`src/logic/rv32_types_pkg.sv`:
```
`default_nettype none

package rv32_types_pkg;

  typedef logic [31:0] word_t;    // data / address word
  typedef logic [6:0]  opcode_t;  // insn[6:0]
  typedef logic [2:0]  funct3_t;  // insn[14:12]
  typedef logic [2:0]  kind_t;    // decoded instruction class

  localparam opcode_t OPC_BRANCH = 7'b1100011;  // conditional branches
  localparam opcode_t OPC_JAL    = 7'b1101111;
  localparam opcode_t OPC_JALR   = 7'b1100111;
  localparam opcode_t OPC_LUI    = 7'b0110111;
  localparam opcode_t OPC_AUIPC  = 7'b0010111;

  localparam funct3_t F3_BEQ  = 3'b000;
  localparam funct3_t F3_BNE  = 3'b001;
  localparam funct3_t F3_BLT  = 3'b100;  // signed
  localparam funct3_t F3_BGE  = 3'b101;  // signed
  localparam funct3_t F3_BLTU = 3'b110;
  localparam funct3_t F3_BGEU = 3'b111;

  localparam kind_t KIND_BRANCH  = 3'd0;
  localparam kind_t KIND_JAL     = 3'd1;
  localparam kind_t KIND_JALR    = 3'd2;
  localparam kind_t KIND_LUI     = 3'd3;
  localparam kind_t KIND_AUIPC   = 3'd4;
  localparam kind_t KIND_ILLEGAL = 3'd5;  // bad opcode or branch funct3

endpackage

`default_nettype wire

```
`src/logic/commit_apb_pkg.sv`:
```
`default_nettype none

package commit_apb_pkg;

  typedef logic [7:0] apb_addr_t;  // byte offset into the register map

  // host-loaded issue record
  localparam apb_addr_t REG_PC      = 8'h00;
  localparam apb_addr_t REG_INSN    = 8'h04;
  localparam apb_addr_t REG_RS1     = 8'h08;
  localparam apb_addr_t REG_RS2     = 8'h0C;
  localparam apb_addr_t REG_ISSUE   = 8'h10;  // wo, bit 0 = predicted taken

  // commit side read-back
  localparam apb_addr_t REG_STATUS  = 8'h14;  // sticky, w1c
  localparam apb_addr_t REG_LAST_PC = 8'h18;
  localparam apb_addr_t REG_BADADDR = 8'h1C;
  localparam apb_addr_t REG_RESULT  = 8'h20;

  localparam int ST_MAL_BIT     = 0;  // misaligned target seen
  localparam int ST_ILLEGAL_BIT = 1;  // illegal insn seen

endpackage

`default_nettype wire

```
`src/logic/decode_execute_if.sv`:
```
`timescale 1ns/1ps
`default_nettype none

interface decode_execute_if;

  logic                    valid;    // record present in execute input
  rv32_types_pkg::kind_t   kind;
  rv32_types_pkg::funct3_t funct3;   // branch condition select
  rv32_types_pkg::word_t   pc;
  rv32_types_pkg::word_t   imm;      // already sign extended
  rv32_types_pkg::word_t   rs1_val;
  rv32_types_pkg::word_t   rs2_val;
  logic                    pred;     // predicted taken from host

  modport decode (output valid, kind, funct3, pc, imm, rs1_val, rs2_val, pred);

  modport execute (input valid, kind, funct3, pc, imm, rs1_val, rs2_val, pred);

endinterface

`default_nettype wire

```
`src/logic/execute_commit_if.sv`:
```
`timescale 1ns/1ps
`default_nettype none

interface execute_commit_if;

  logic                  valid;   // resolved record present
  rv32_types_pkg::kind_t kind;
  rv32_types_pkg::word_t pc;
  rv32_types_pkg::word_t target;  // next pc after this insn
  logic                  taken;   // branch outcome, 0 for non-branches
  rv32_types_pkg::word_t result;  // rd write value
  logic                  pred;

  modport execute (output valid, kind, pc, target, taken, result, pred);

  modport commit (input valid, kind, pc, target, taken, result, pred);

endinterface

`default_nettype wire

```
`src/logic/apb_issue_regs.sv`:
```
`timescale 1ns/1ps
`default_nettype none

module apb_issue_regs (
  input  logic                      CLK,
  input  logic                      nRST,
  input  logic                      PSEL,
  input  logic                      PENABLE,
  input  logic                      PWRITE,
  input  commit_apb_pkg::apb_addr_t PADDR,
  input  rv32_types_pkg::word_t     PWDATA,
  output rv32_types_pkg::word_t     PRDATA,
  output logic                      issue_valid,
  output rv32_types_pkg::word_t     pc,
  output rv32_types_pkg::word_t     insn,
  output rv32_types_pkg::word_t     rs1_val,
  output rv32_types_pkg::word_t     rs2_val,
  output logic                      issue_pred,
  input  logic                      status_mal,
  input  logic                      status_illegal,
  input  rv32_types_pkg::word_t     last_pc,
  input  rv32_types_pkg::word_t     badaddr_q,
  input  rv32_types_pkg::word_t     result_q,
  output logic                      clr_mal,
  output logic                      clr_illegal
);

  logic                  wr_access;  // write in access phase
  rv32_types_pkg::word_t status_w;   // packed sticky flags

  assign wr_access = PSEL & PENABLE & PWRITE;

  // issue strobe lives only for the access cycle, decode samples on that edge
  assign issue_valid = wr_access & (PADDR == commit_apb_pkg::REG_ISSUE);
  assign issue_pred  = PWDATA[0];

  // w1c strobes for the sticky status
  assign clr_mal     = wr_access & (PADDR == commit_apb_pkg::REG_STATUS) &
                       PWDATA[commit_apb_pkg::ST_MAL_BIT];
  assign clr_illegal = wr_access & (PADDR == commit_apb_pkg::REG_STATUS) &
                       PWDATA[commit_apb_pkg::ST_ILLEGAL_BIT];

  always_ff @(posedge CLK, negedge nRST) begin
    if (!nRST) begin
      pc      <= '0;
      insn    <= '0;
      rs1_val <= '0;
      rs2_val <= '0;
    end else if (wr_access) begin
      case (PADDR)
        commit_apb_pkg::REG_PC:   pc      <= PWDATA;
        commit_apb_pkg::REG_INSN: insn    <= PWDATA;
        commit_apb_pkg::REG_RS1:  rs1_val <= PWDATA;
        commit_apb_pkg::REG_RS2:  rs2_val <= PWDATA;
        default: ;  // issue/status handled by strobes
      endcase
    end
  end

  always_comb begin
    status_w                                 = '0;
    status_w[commit_apb_pkg::ST_MAL_BIT]     = status_mal;
    status_w[commit_apb_pkg::ST_ILLEGAL_BIT] = status_illegal;
  end

  // read mux, no wait states
  always_comb begin
    case (PADDR)
      commit_apb_pkg::REG_PC:      PRDATA = pc;
      commit_apb_pkg::REG_INSN:    PRDATA = insn;
      commit_apb_pkg::REG_RS1:     PRDATA = rs1_val;
      commit_apb_pkg::REG_RS2:     PRDATA = rs2_val;
      commit_apb_pkg::REG_STATUS:  PRDATA = status_w;
      commit_apb_pkg::REG_LAST_PC: PRDATA = last_pc;
      commit_apb_pkg::REG_BADADDR: PRDATA = badaddr_q;
      commit_apb_pkg::REG_RESULT:  PRDATA = result_q;
      default:                     PRDATA = '0;  // unmapped and issue read 0
    endcase
  end

endmodule

`default_nettype wire

```
`src/logic/insn_decode.sv`:
```
`timescale 1ns/1ps
`default_nettype none

module insn_decode (
  input  logic                  CLK,
  input  logic                  nRST,
  input  logic                  issue_valid,
  input  rv32_types_pkg::word_t pc,
  input  rv32_types_pkg::word_t insn,
  input  rv32_types_pkg::word_t rs1_val,
  input  rv32_types_pkg::word_t rs2_val,
  input  logic                  issue_pred,
  decode_execute_if.decode      de
);

  rv32_types_pkg::opcode_t opcode;
  rv32_types_pkg::funct3_t funct3;
  rv32_types_pkg::kind_t   kind_d;
  rv32_types_pkg::word_t   imm_d;

  assign opcode = insn[6:0];
  assign funct3 = insn[14:12];

  always_comb begin
    case (opcode)
      rv32_types_pkg::OPC_BRANCH: begin
        case (funct3)
          rv32_types_pkg::F3_BEQ, rv32_types_pkg::F3_BNE,
          rv32_types_pkg::F3_BLT, rv32_types_pkg::F3_BGE,
          rv32_types_pkg::F3_BLTU, rv32_types_pkg::F3_BGEU:
                   kind_d = rv32_types_pkg::KIND_BRANCH;
          default: kind_d = rv32_types_pkg::KIND_ILLEGAL;  // 010, 011
        endcase
      end
      rv32_types_pkg::OPC_JAL:   kind_d = rv32_types_pkg::KIND_JAL;
      rv32_types_pkg::OPC_JALR:  kind_d = rv32_types_pkg::KIND_JALR;
      rv32_types_pkg::OPC_LUI:   kind_d = rv32_types_pkg::KIND_LUI;
      rv32_types_pkg::OPC_AUIPC: kind_d = rv32_types_pkg::KIND_AUIPC;
      default:                   kind_d = rv32_types_pkg::KIND_ILLEGAL;
    endcase
  end

  // immediate format follows the kind
  always_comb begin
    case (kind_d)
      rv32_types_pkg::KIND_BRANCH:  // B-type
        imm_d = {{20{insn[31]}}, insn[7], insn[30:25], insn[11:8], 1'b0};
      rv32_types_pkg::KIND_JAL:     // J-type
        imm_d = {{12{insn[31]}}, insn[19:12], insn[20], insn[30:21], 1'b0};
      rv32_types_pkg::KIND_JALR:    // I-type
        imm_d = {{21{insn[31]}}, insn[30:20]};
      rv32_types_pkg::KIND_LUI, rv32_types_pkg::KIND_AUIPC:
        imm_d = {insn[31:12], 12'b0};  // U-type
      default: imm_d = '0;
    endcase
  end

  always_ff @(posedge CLK, negedge nRST) begin
    if (!nRST) de.valid <= 1'b0;
    else       de.valid <= issue_valid;
  end

  always_ff @(posedge CLK) begin
    if (issue_valid) begin
      de.kind    <= kind_d;
      de.funct3  <= funct3;
      de.pc      <= pc;
      de.imm     <= imm_d;
      de.rs1_val <= rs1_val;
      de.rs2_val <= rs2_val;
      de.pred    <= issue_pred;
    end
  end

endmodule

`default_nettype wire

```
`src/logic/branch_execute.sv`:
```
`timescale 1ns/1ps
`default_nettype none

module branch_execute (
  input  logic              CLK,
  input  logic              nRST,
  decode_execute_if.execute de,
  execute_commit_if.execute ec
);

  logic                  cond;      // raw compare outcome
  logic                  taken_d;
  rv32_types_pkg::word_t pc_imm;    // pc relative sum
  rv32_types_pkg::word_t pc_4;      // fall through / link
  rv32_types_pkg::word_t target_d;
  rv32_types_pkg::word_t result_d;

  assign pc_imm = de.pc + de.imm;
  assign pc_4   = de.pc + 32'd4;

  always_comb begin
    case (de.funct3)
      rv32_types_pkg::F3_BEQ:  cond = (de.rs1_val == de.rs2_val);
      rv32_types_pkg::F3_BNE:  cond = (de.rs1_val != de.rs2_val);
      rv32_types_pkg::F3_BLT:  cond = ($signed(de.rs1_val) <  $signed(de.rs2_val));
      rv32_types_pkg::F3_BGE:  cond = ($signed(de.rs1_val) >= $signed(de.rs2_val));
      rv32_types_pkg::F3_BLTU: cond = (de.rs1_val <  de.rs2_val);
      rv32_types_pkg::F3_BGEU: cond = (de.rs1_val >= de.rs2_val);
      default:                 cond = 1'b0;
    endcase
  end

  assign taken_d = (de.kind == rv32_types_pkg::KIND_BRANCH) & cond;  // branches only

  always_comb begin
    target_d = pc_4;
    result_d = '0;  // branches write nothing
    case (de.kind)
      rv32_types_pkg::KIND_BRANCH: target_d = taken_d ? pc_imm : pc_4;
      rv32_types_pkg::KIND_JAL: begin
        target_d = pc_imm;
        result_d = pc_4;  // link
      end
      rv32_types_pkg::KIND_JALR: begin
        target_d = (de.rs1_val + de.imm) & ~32'd1;  // bit 0 dropped
        result_d = pc_4;
      end
      rv32_types_pkg::KIND_LUI:   result_d = de.imm;
      rv32_types_pkg::KIND_AUIPC: result_d = pc_imm;
      default: ;
    endcase
  end

  always_ff @(posedge CLK, negedge nRST) begin
    if (!nRST) ec.valid <= 1'b0;
    else       ec.valid <= de.valid;
  end

  always_ff @(posedge CLK) begin
    if (de.valid) begin
      ec.kind   <= de.kind;
      ec.pc     <= de.pc;
      ec.target <= target_d;
      ec.taken  <= taken_d;
      ec.result <= result_d;
      ec.pred   <= de.pred;
    end
  end

endmodule

`default_nettype wire

```
`src/logic/commit_stage.sv`:
```
`timescale 1ns/1ps
`default_nettype none

module commit_stage (
  input  logic                  CLK,
  input  logic                  nRST,
  input  logic                  halt,
  execute_commit_if.commit      ec,
  input  logic                  clr_mal,
  input  logic                  clr_illegal,
  output logic                  commit_valid,
  output logic                  mal_insn,
  output logic                  illegal_insn,
  output rv32_types_pkg::word_t badaddr,
  output logic                  update_predictor,
  output logic                  prediction,
  output rv32_types_pkg::word_t update_addr,
  output logic                  branch_result,
  output logic                  status_mal,
  output logic                  status_illegal,
  output rv32_types_pkg::word_t last_pc,
  output rv32_types_pkg::word_t badaddr_q,
  output rv32_types_pkg::word_t result_q
);

  logic is_branch, is_jump;
  logic mal_d, illegal_d;
  logic good_d;  // commits without any fault

  assign is_branch = (ec.kind == rv32_types_pkg::KIND_BRANCH);
  assign is_jump   = (ec.kind == rv32_types_pkg::KIND_JAL) |
                     (ec.kind == rv32_types_pkg::KIND_JALR);
  assign illegal_d = ec.valid & (ec.kind == rv32_types_pkg::KIND_ILLEGAL);
  // redirect to a non word aligned pc
  assign mal_d     = ec.valid & (is_jump | (is_branch & ec.taken)) & (ec.target[1:0] != 2'b00);
  assign good_d    = ec.valid & ~mal_d & ~illegal_d;

  always_ff @(posedge CLK, negedge nRST) begin
    if (!nRST) begin
      commit_valid     <= 1'b0;
      mal_insn         <= 1'b0;
      illegal_insn     <= 1'b0;
      update_predictor <= 1'b0;
      status_mal       <= 1'b0;
      status_illegal   <= 1'b0;
      last_pc          <= '0;
      badaddr_q        <= '0;
      result_q         <= '0;
    end else begin
      commit_valid     <= ec.valid;
      mal_insn         <= mal_d;
      illegal_insn     <= illegal_d;
      update_predictor <= ec.valid & is_branch;
      status_mal       <= mal_d | (status_mal & ~clr_mal);  // set wins over clear
      status_illegal   <= illegal_d | (status_illegal & ~clr_illegal);
      if (halt)        last_pc <= '0;
      else if (good_d) last_pc <= ec.pc;
      if (mal_d | illegal_d) badaddr_q <= ec.pc;  // faulting pc held for host
      if (good_d)            result_q  <= ec.result;
    end
  end

  // per commit payload, qualified by the pulses above
  always_ff @(posedge CLK) begin
    if (ec.valid) begin
      badaddr       <= ec.pc;
      prediction    <= ec.pred;
      update_addr   <= ec.target;
      branch_result <= ec.taken;
    end
  end

endmodule

`default_nettype wire

```
`src/logic/branch_commit_top.sv`:
```
`timescale 1ns/1ps
`default_nettype none

module branch_commit_top (
  input  logic                      CLK,
  input  logic                      nRST,
  input  logic                      PSEL,
  input  logic                      PENABLE,
  input  logic                      PWRITE,
  input  commit_apb_pkg::apb_addr_t PADDR,
  input  rv32_types_pkg::word_t     PWDATA,
  output rv32_types_pkg::word_t     PRDATA,
  output logic                      PREADY,
  output logic                      PSLVERR,
  input  logic                      halt,
  output logic                      commit_valid,
  output logic                      mal_insn,
  output logic                      illegal_insn,
  output rv32_types_pkg::word_t     badaddr,
  output logic                      update_predictor,
  output logic                      prediction,
  output rv32_types_pkg::word_t     update_addr,
  output logic                      branch_result
);

  logic                  issue_valid, issue_pred;
  rv32_types_pkg::word_t pc, insn, rs1_val, rs2_val;  // issue record
  logic                  status_mal, status_illegal, clr_mal, clr_illegal;
  rv32_types_pkg::word_t last_pc, badaddr_q, result_q;  // read-back

  assign PREADY  = 1'b1;  // zero wait states
  assign PSLVERR = 1'b0;

  decode_execute_if u_de_if ();
  execute_commit_if u_ec_if ();

  apb_issue_regs u_apb_issue_regs (
    .CLK, .nRST, .PSEL, .PENABLE, .PWRITE, .PADDR, .PWDATA, .PRDATA,
    .issue_valid, .pc, .insn, .rs1_val, .rs2_val, .issue_pred,
    .status_mal, .status_illegal, .last_pc, .badaddr_q, .result_q,
    .clr_mal, .clr_illegal
  );

  insn_decode u_insn_decode (
    .CLK, .nRST, .issue_valid, .pc, .insn, .rs1_val, .rs2_val, .issue_pred,
    .de (u_de_if.decode)
  );

  branch_execute u_branch_execute (.CLK, .nRST, .de(u_de_if.execute), .ec(u_ec_if.execute));

  commit_stage u_commit_stage (
    .CLK, .nRST, .halt, .ec(u_ec_if.commit), .clr_mal, .clr_illegal,
    .commit_valid, .mal_insn, .illegal_insn, .badaddr,
    .update_predictor, .prediction, .update_addr, .branch_result,
    .status_mal, .status_illegal, .last_pc, .badaddr_q, .result_q
  );

endmodule

`default_nettype wire

```
`config.mk`:
```
export PLATFORM = sky130hd
export DESIGN_NAME = branch_commit_top
export DESIGN_NICKNAME = d
export VERILOG_FILES = /design/src/logic/rv32_types_pkg.sv /design/src/logic/commit_apb_pkg.sv /design/src/logic/decode_execute_if.sv /design/src/logic/execute_commit_if.sv /design/src/logic/apb_issue_regs.sv /design/src/logic/insn_decode.sv /design/src/logic/branch_execute.sv /design/src/logic/commit_stage.sv /design/src/logic/branch_commit_top.sv
export SDC_FILE = /design/constraint.sdc
export NUM_CORES = 1
export LEC_CHECK = 0
export ABC_AREA = 1
export BUFFER_PORTS_ARGS = -buffer_cell sky130_fd_sc_hd__buf_2
export CAP_MARGIN = 15
export CELL_PAD_IN_SITES_DETAIL_PLACEMENT = 1
export CELL_PAD_IN_SITES_GLOBAL_PLACEMENT = 1
export CORE_MARGIN = 2
export CORE_UTILIZATION = 51
export DETAILED_ROUTE_END_ITERATION = 6
export PLACE_DENSITY_LB_ADDON = 0.1
export SLEW_MARGIN = 30
export SYNTH_ARGS = -nofsm -noshare
export SYNTH_HDL_FRONTEND = slang
export SYNTH_HIERARCHICAL = 1
export SYNTH_SLANG_ARGS = --single-unit
```
`constraint.sdc`:
```
create_clock -name CLK -period 4.5 [get_ports CLK]
set_clock_uncertainty 0.1 [all_clocks]
set_input_delay 0.225 -clock CLK [delete_from_list [all_inputs] [get_ports CLK]]
set_output_delay 0.225 -clock CLK [all_outputs]
set_load 0.005 [all_outputs]
```
==> out/qor.txt <==
WL/cell: 27.2 um
Post-Syn Instances: 3,167
worst min-delay path class: in2async
RePlAce Congestion: 0.965
worst-margin pin slew: 1.08 ns
Post-Place Cells: 3,922
YS warnings: 6
largest stage delay on the critical path: 0.48 ns
Total Routed Length: 111 mm
post-route ant nets: 0
Crit Path Max Fanout: 25
CTS root buf: clkbuf_16
die area: 0.0566 mm2
Post-synth EDFFs: 302
clk slew on worst S/H paths: 0.06 ns
Rel. slew slack: 28.1%
fin nets: 3,460
startpoint type of the worst setup path: flop
Initial Utilization: 51.8%
area delta synth->final: 12.4%
highest clock rate: 0.280 GHz
Setup CP Type: reg2reg
initial antenna violation count: 4
TritonCTS Buffers: 57
CP cell instances: ha_1 -> nand2_1 -> inv_2 -> nand2_2 -> nor2_2 -> nand2_1 -> inv_2 -> nand2_1 -> nand2_1 -> nor2_2 -> nand2_2 -> nand3_2 -> nand2_4 -> nand3_4 -> nand2_4 -> nand2_1 -> nand2_1 -> nand3_1
Clock Sink Count: 534
layout cells sized above 1: 10.7%
Die Ht: 238 um
Async SR Flop Fraction: 43.4%
CTS tree: done
drt first pass iters: 6
worst vdd ir: 312 uV
commonest non-fill, non-tap cell in the layout: nand2_1
DR vias/cell: 6.10
Required @ worst endpoint: 4.75 ns
RSZ-0062 raised after global routing: false
post-DP HPWL: 79.1 mm
# diodes: 0
CTS max path bufs: 3
max-cap violations: 0
post-CTS resize count: 0
I/O pin count: 150
status: complete, no violations
Final Max Tran Viols: 0
register area share after synthesis: 53.3%
die width: 238 um
CP endpoint kind: flop
largest net degree at the start of global routing: 101
port bufs: 147
Synth Cell Area: 0.0279 mm2
CTS H-tree depth: 2
most frequent cells in the layout: nand2_1 (809), inv_1 (341), nand3_1 (338), edfxtp_1 (302), nor2_1 (274)
setup bufs post-CTS: 0
syn nets: 3,309
total power per unit cell area: 327 mW/mm2
synthesis-stage register bit count: 534
Site Rows: 85
final setup violation count: 0
initial drt markers: 2,396
Core ar.: 0.0539 mm2
DRC viols: 0
Top FF cell, synth: edfxtp_1
Total GRT Usage: 38.9%
CP delay by family, top: simple AND/OR/NAND/NOR gates
Remaining Overflow, GRT: 0
Critical Path AT: 3.82 ns
CP bufs+invs: 2
TNS Setup: 0 ns
Avg Cell Area, Syn: 8.81 um2
Final min period: 3.58 ns
leakage power: 14.9 nW
CP most frequent cell: nand2_1
Final Non-Filler Cells: 4,062
post-route clock period utilization: 79.5%
wire length of the first global-routing pass: 163 mm
Via Count: 24,800
vias in the first global route: 25,700
worst-skew pair later-pin latency: 0.63 ns
total power: 0.0103 W
final hold viol count: 0
slowest library cell on the worst path: ha_1
Cell variety after synth: 60
post-layout util: 58.2%
==> power by group <==
group | internal (W) | switching (W)
Clock | 0.00275 | 0.00205
Sequential | 0.00518 | 0.0000395
Combinational | 0.0000738 | 0.000180
==> cells in the mapped netlist (7+ instances only) <==
| cell type | number | share of area (%) |
|---|---|---|
| dfrtp_1 | 232 | 21 |
| nand4_1 | 30 | 0.67 |
| o21ai_1 | 134 | 2.4 |
| edfxtp_1 | 302 | 32 |
| xnor2_1 | 17 | 0.53 |
| nor4_1 | 8 | 0.18 |
| a31oi_1 | 9 | 0.20 |
| nand2_2 | 13 | 0.29 |
| nand2_1 | 809 | 11 |
| a21o_1 | 15 | 0.40 |
| or2_2 | 17 | 0.38 |
| o221ai_1 | 21 | 0.66 |
| ha_1 | 94 | 4.2 |
| inv_2 | 11 | 0.15 |
| xor2_1 | 27 | 0.85 |
| nor2_4 | 7 | 0.28 |
| nand3b_1 | 12 | 0.32 |
| o21ai_0 | 94 | 1.7 |
| clkbuf_1 | 25 | 0.34 |
| buf_4 | 9 | 0.24 |
| buf_2 | 63 | 1.1 |
| inv_1 | 341 | 4.6 |
| nor2_1 | 276 | 3.7 |
| a21oi_1 | 123 | 2.2 |
| nand3_1 | 338 | 6.1 |
| a21boi_0 | 8 | 0.22 |
| o211ai_1 | 12 | 0.32 |
| nor3_1 | 21 | 0.38 |
| nor2_2 | 10 | 0.22 |
| buf_6 | 20 | 0.81 |
==> metal layers <==
layer  vias up  track usage, %  wire, um
li1      10900               -         -
met5         -               0         8
met2      1247            63.0     51400
met1     12400            51.3     44100
met4         2            16.1      5040
met3       288            7.82      9960
==> logic make-up after synthesis <==
group                    Yosys count  synth area share (%)
AND/OR/NAND/NOR                 1574                  24.7
other                              2                0.0269
adder cells (fa/ha/maj)           96                  4.36
XOR/XNOR                          44                  1.38
AO/OA/AOI/OAI                    445                  8.92
flip-flops                       534                  53.3
buffers and inverters            472                  7.31
==> final cells by class <==
cell class,count,area (um2)
clock inverters,28,263
multi-input cells,2161,11000
repair buffers,211,1370
clock buffers,79,1620
well taps,696,871
fillers,6277,22500
flip-flops and latches,534,14900
inverters,353,1330
==> final timing paths <==
| check | start | endpoint | slack, ns | cells after the start |
|---|---|---|---|---|
| setup / recovery | u_insn_decode/de.rs1_val[31] | u_branch_execute/ec.target[25] | 0.92 | 18 |
| hold reg to reg | u_insn_decode/de.pred | u_branch_execute/ec.pred | 0.32 | 0 |
| min in group CLK | PADDR[2] | u_commit_stage/status_mal | 0.21 | 6 |
| setup reg to reg | u_insn_decode/de.rs1_val[31] | u_branch_execute/ec.target[25] | 0.92 | 18 |
| hold / removal | nRST | u_commit_stage/last_pc[17] | 0.06 | 2 |
| max in group asynchronous | nRST | u_apb_issue_regs/insn[2] | 3.26 | 3 |
==> per-stage QoR <==
stage | hold slack [ns] | area (um2) | setup WS [ns]
final | 0.0571 | 31400 | 0.923
after global routing | 0.117 | 31400 | 0.824
after CTS | 0.0868 | 31400 | 1.02
after detailed placement | 0.138 | 29200 | 1.05
after global placement | 0.143 | 29200 | 1.11
after floorplan | -0.171 | 27900 | 1.45
==> registers in the layout, summed over array words and instances (netlist names), 32 cells and up <==
signal	cells
u_apb_issue_regs/insn	32
u_insn_decode/de.pc	32
u_commit_stage/last_pc	32
u_branch_execute/ec.target	32
u_apb_issue_regs/rs1_val	32
u_commit_stage/badaddr	32
u_commit_stage/update_addr	32
u_branch_execute/ec.result	32
u_branch_execute/ec.pc	32
u_commit_stage/result_q	32
u_insn_decode/de.rs1_val	32
u_apb_issue_regs/pc	32
u_insn_decode/de.imm	32
u_commit_stage/badaddr_q	32
u_insn_decode/de.rs2_val	32
u_apb_issue_regs/rs2_val	32
==> repair_timing <==
item	in CTS	in global routing
endpoints found under the setup margin	0	0
endpoints found under the hold margin	204	0
hold buffers	33	0
(Power assumes the default switching activity.)
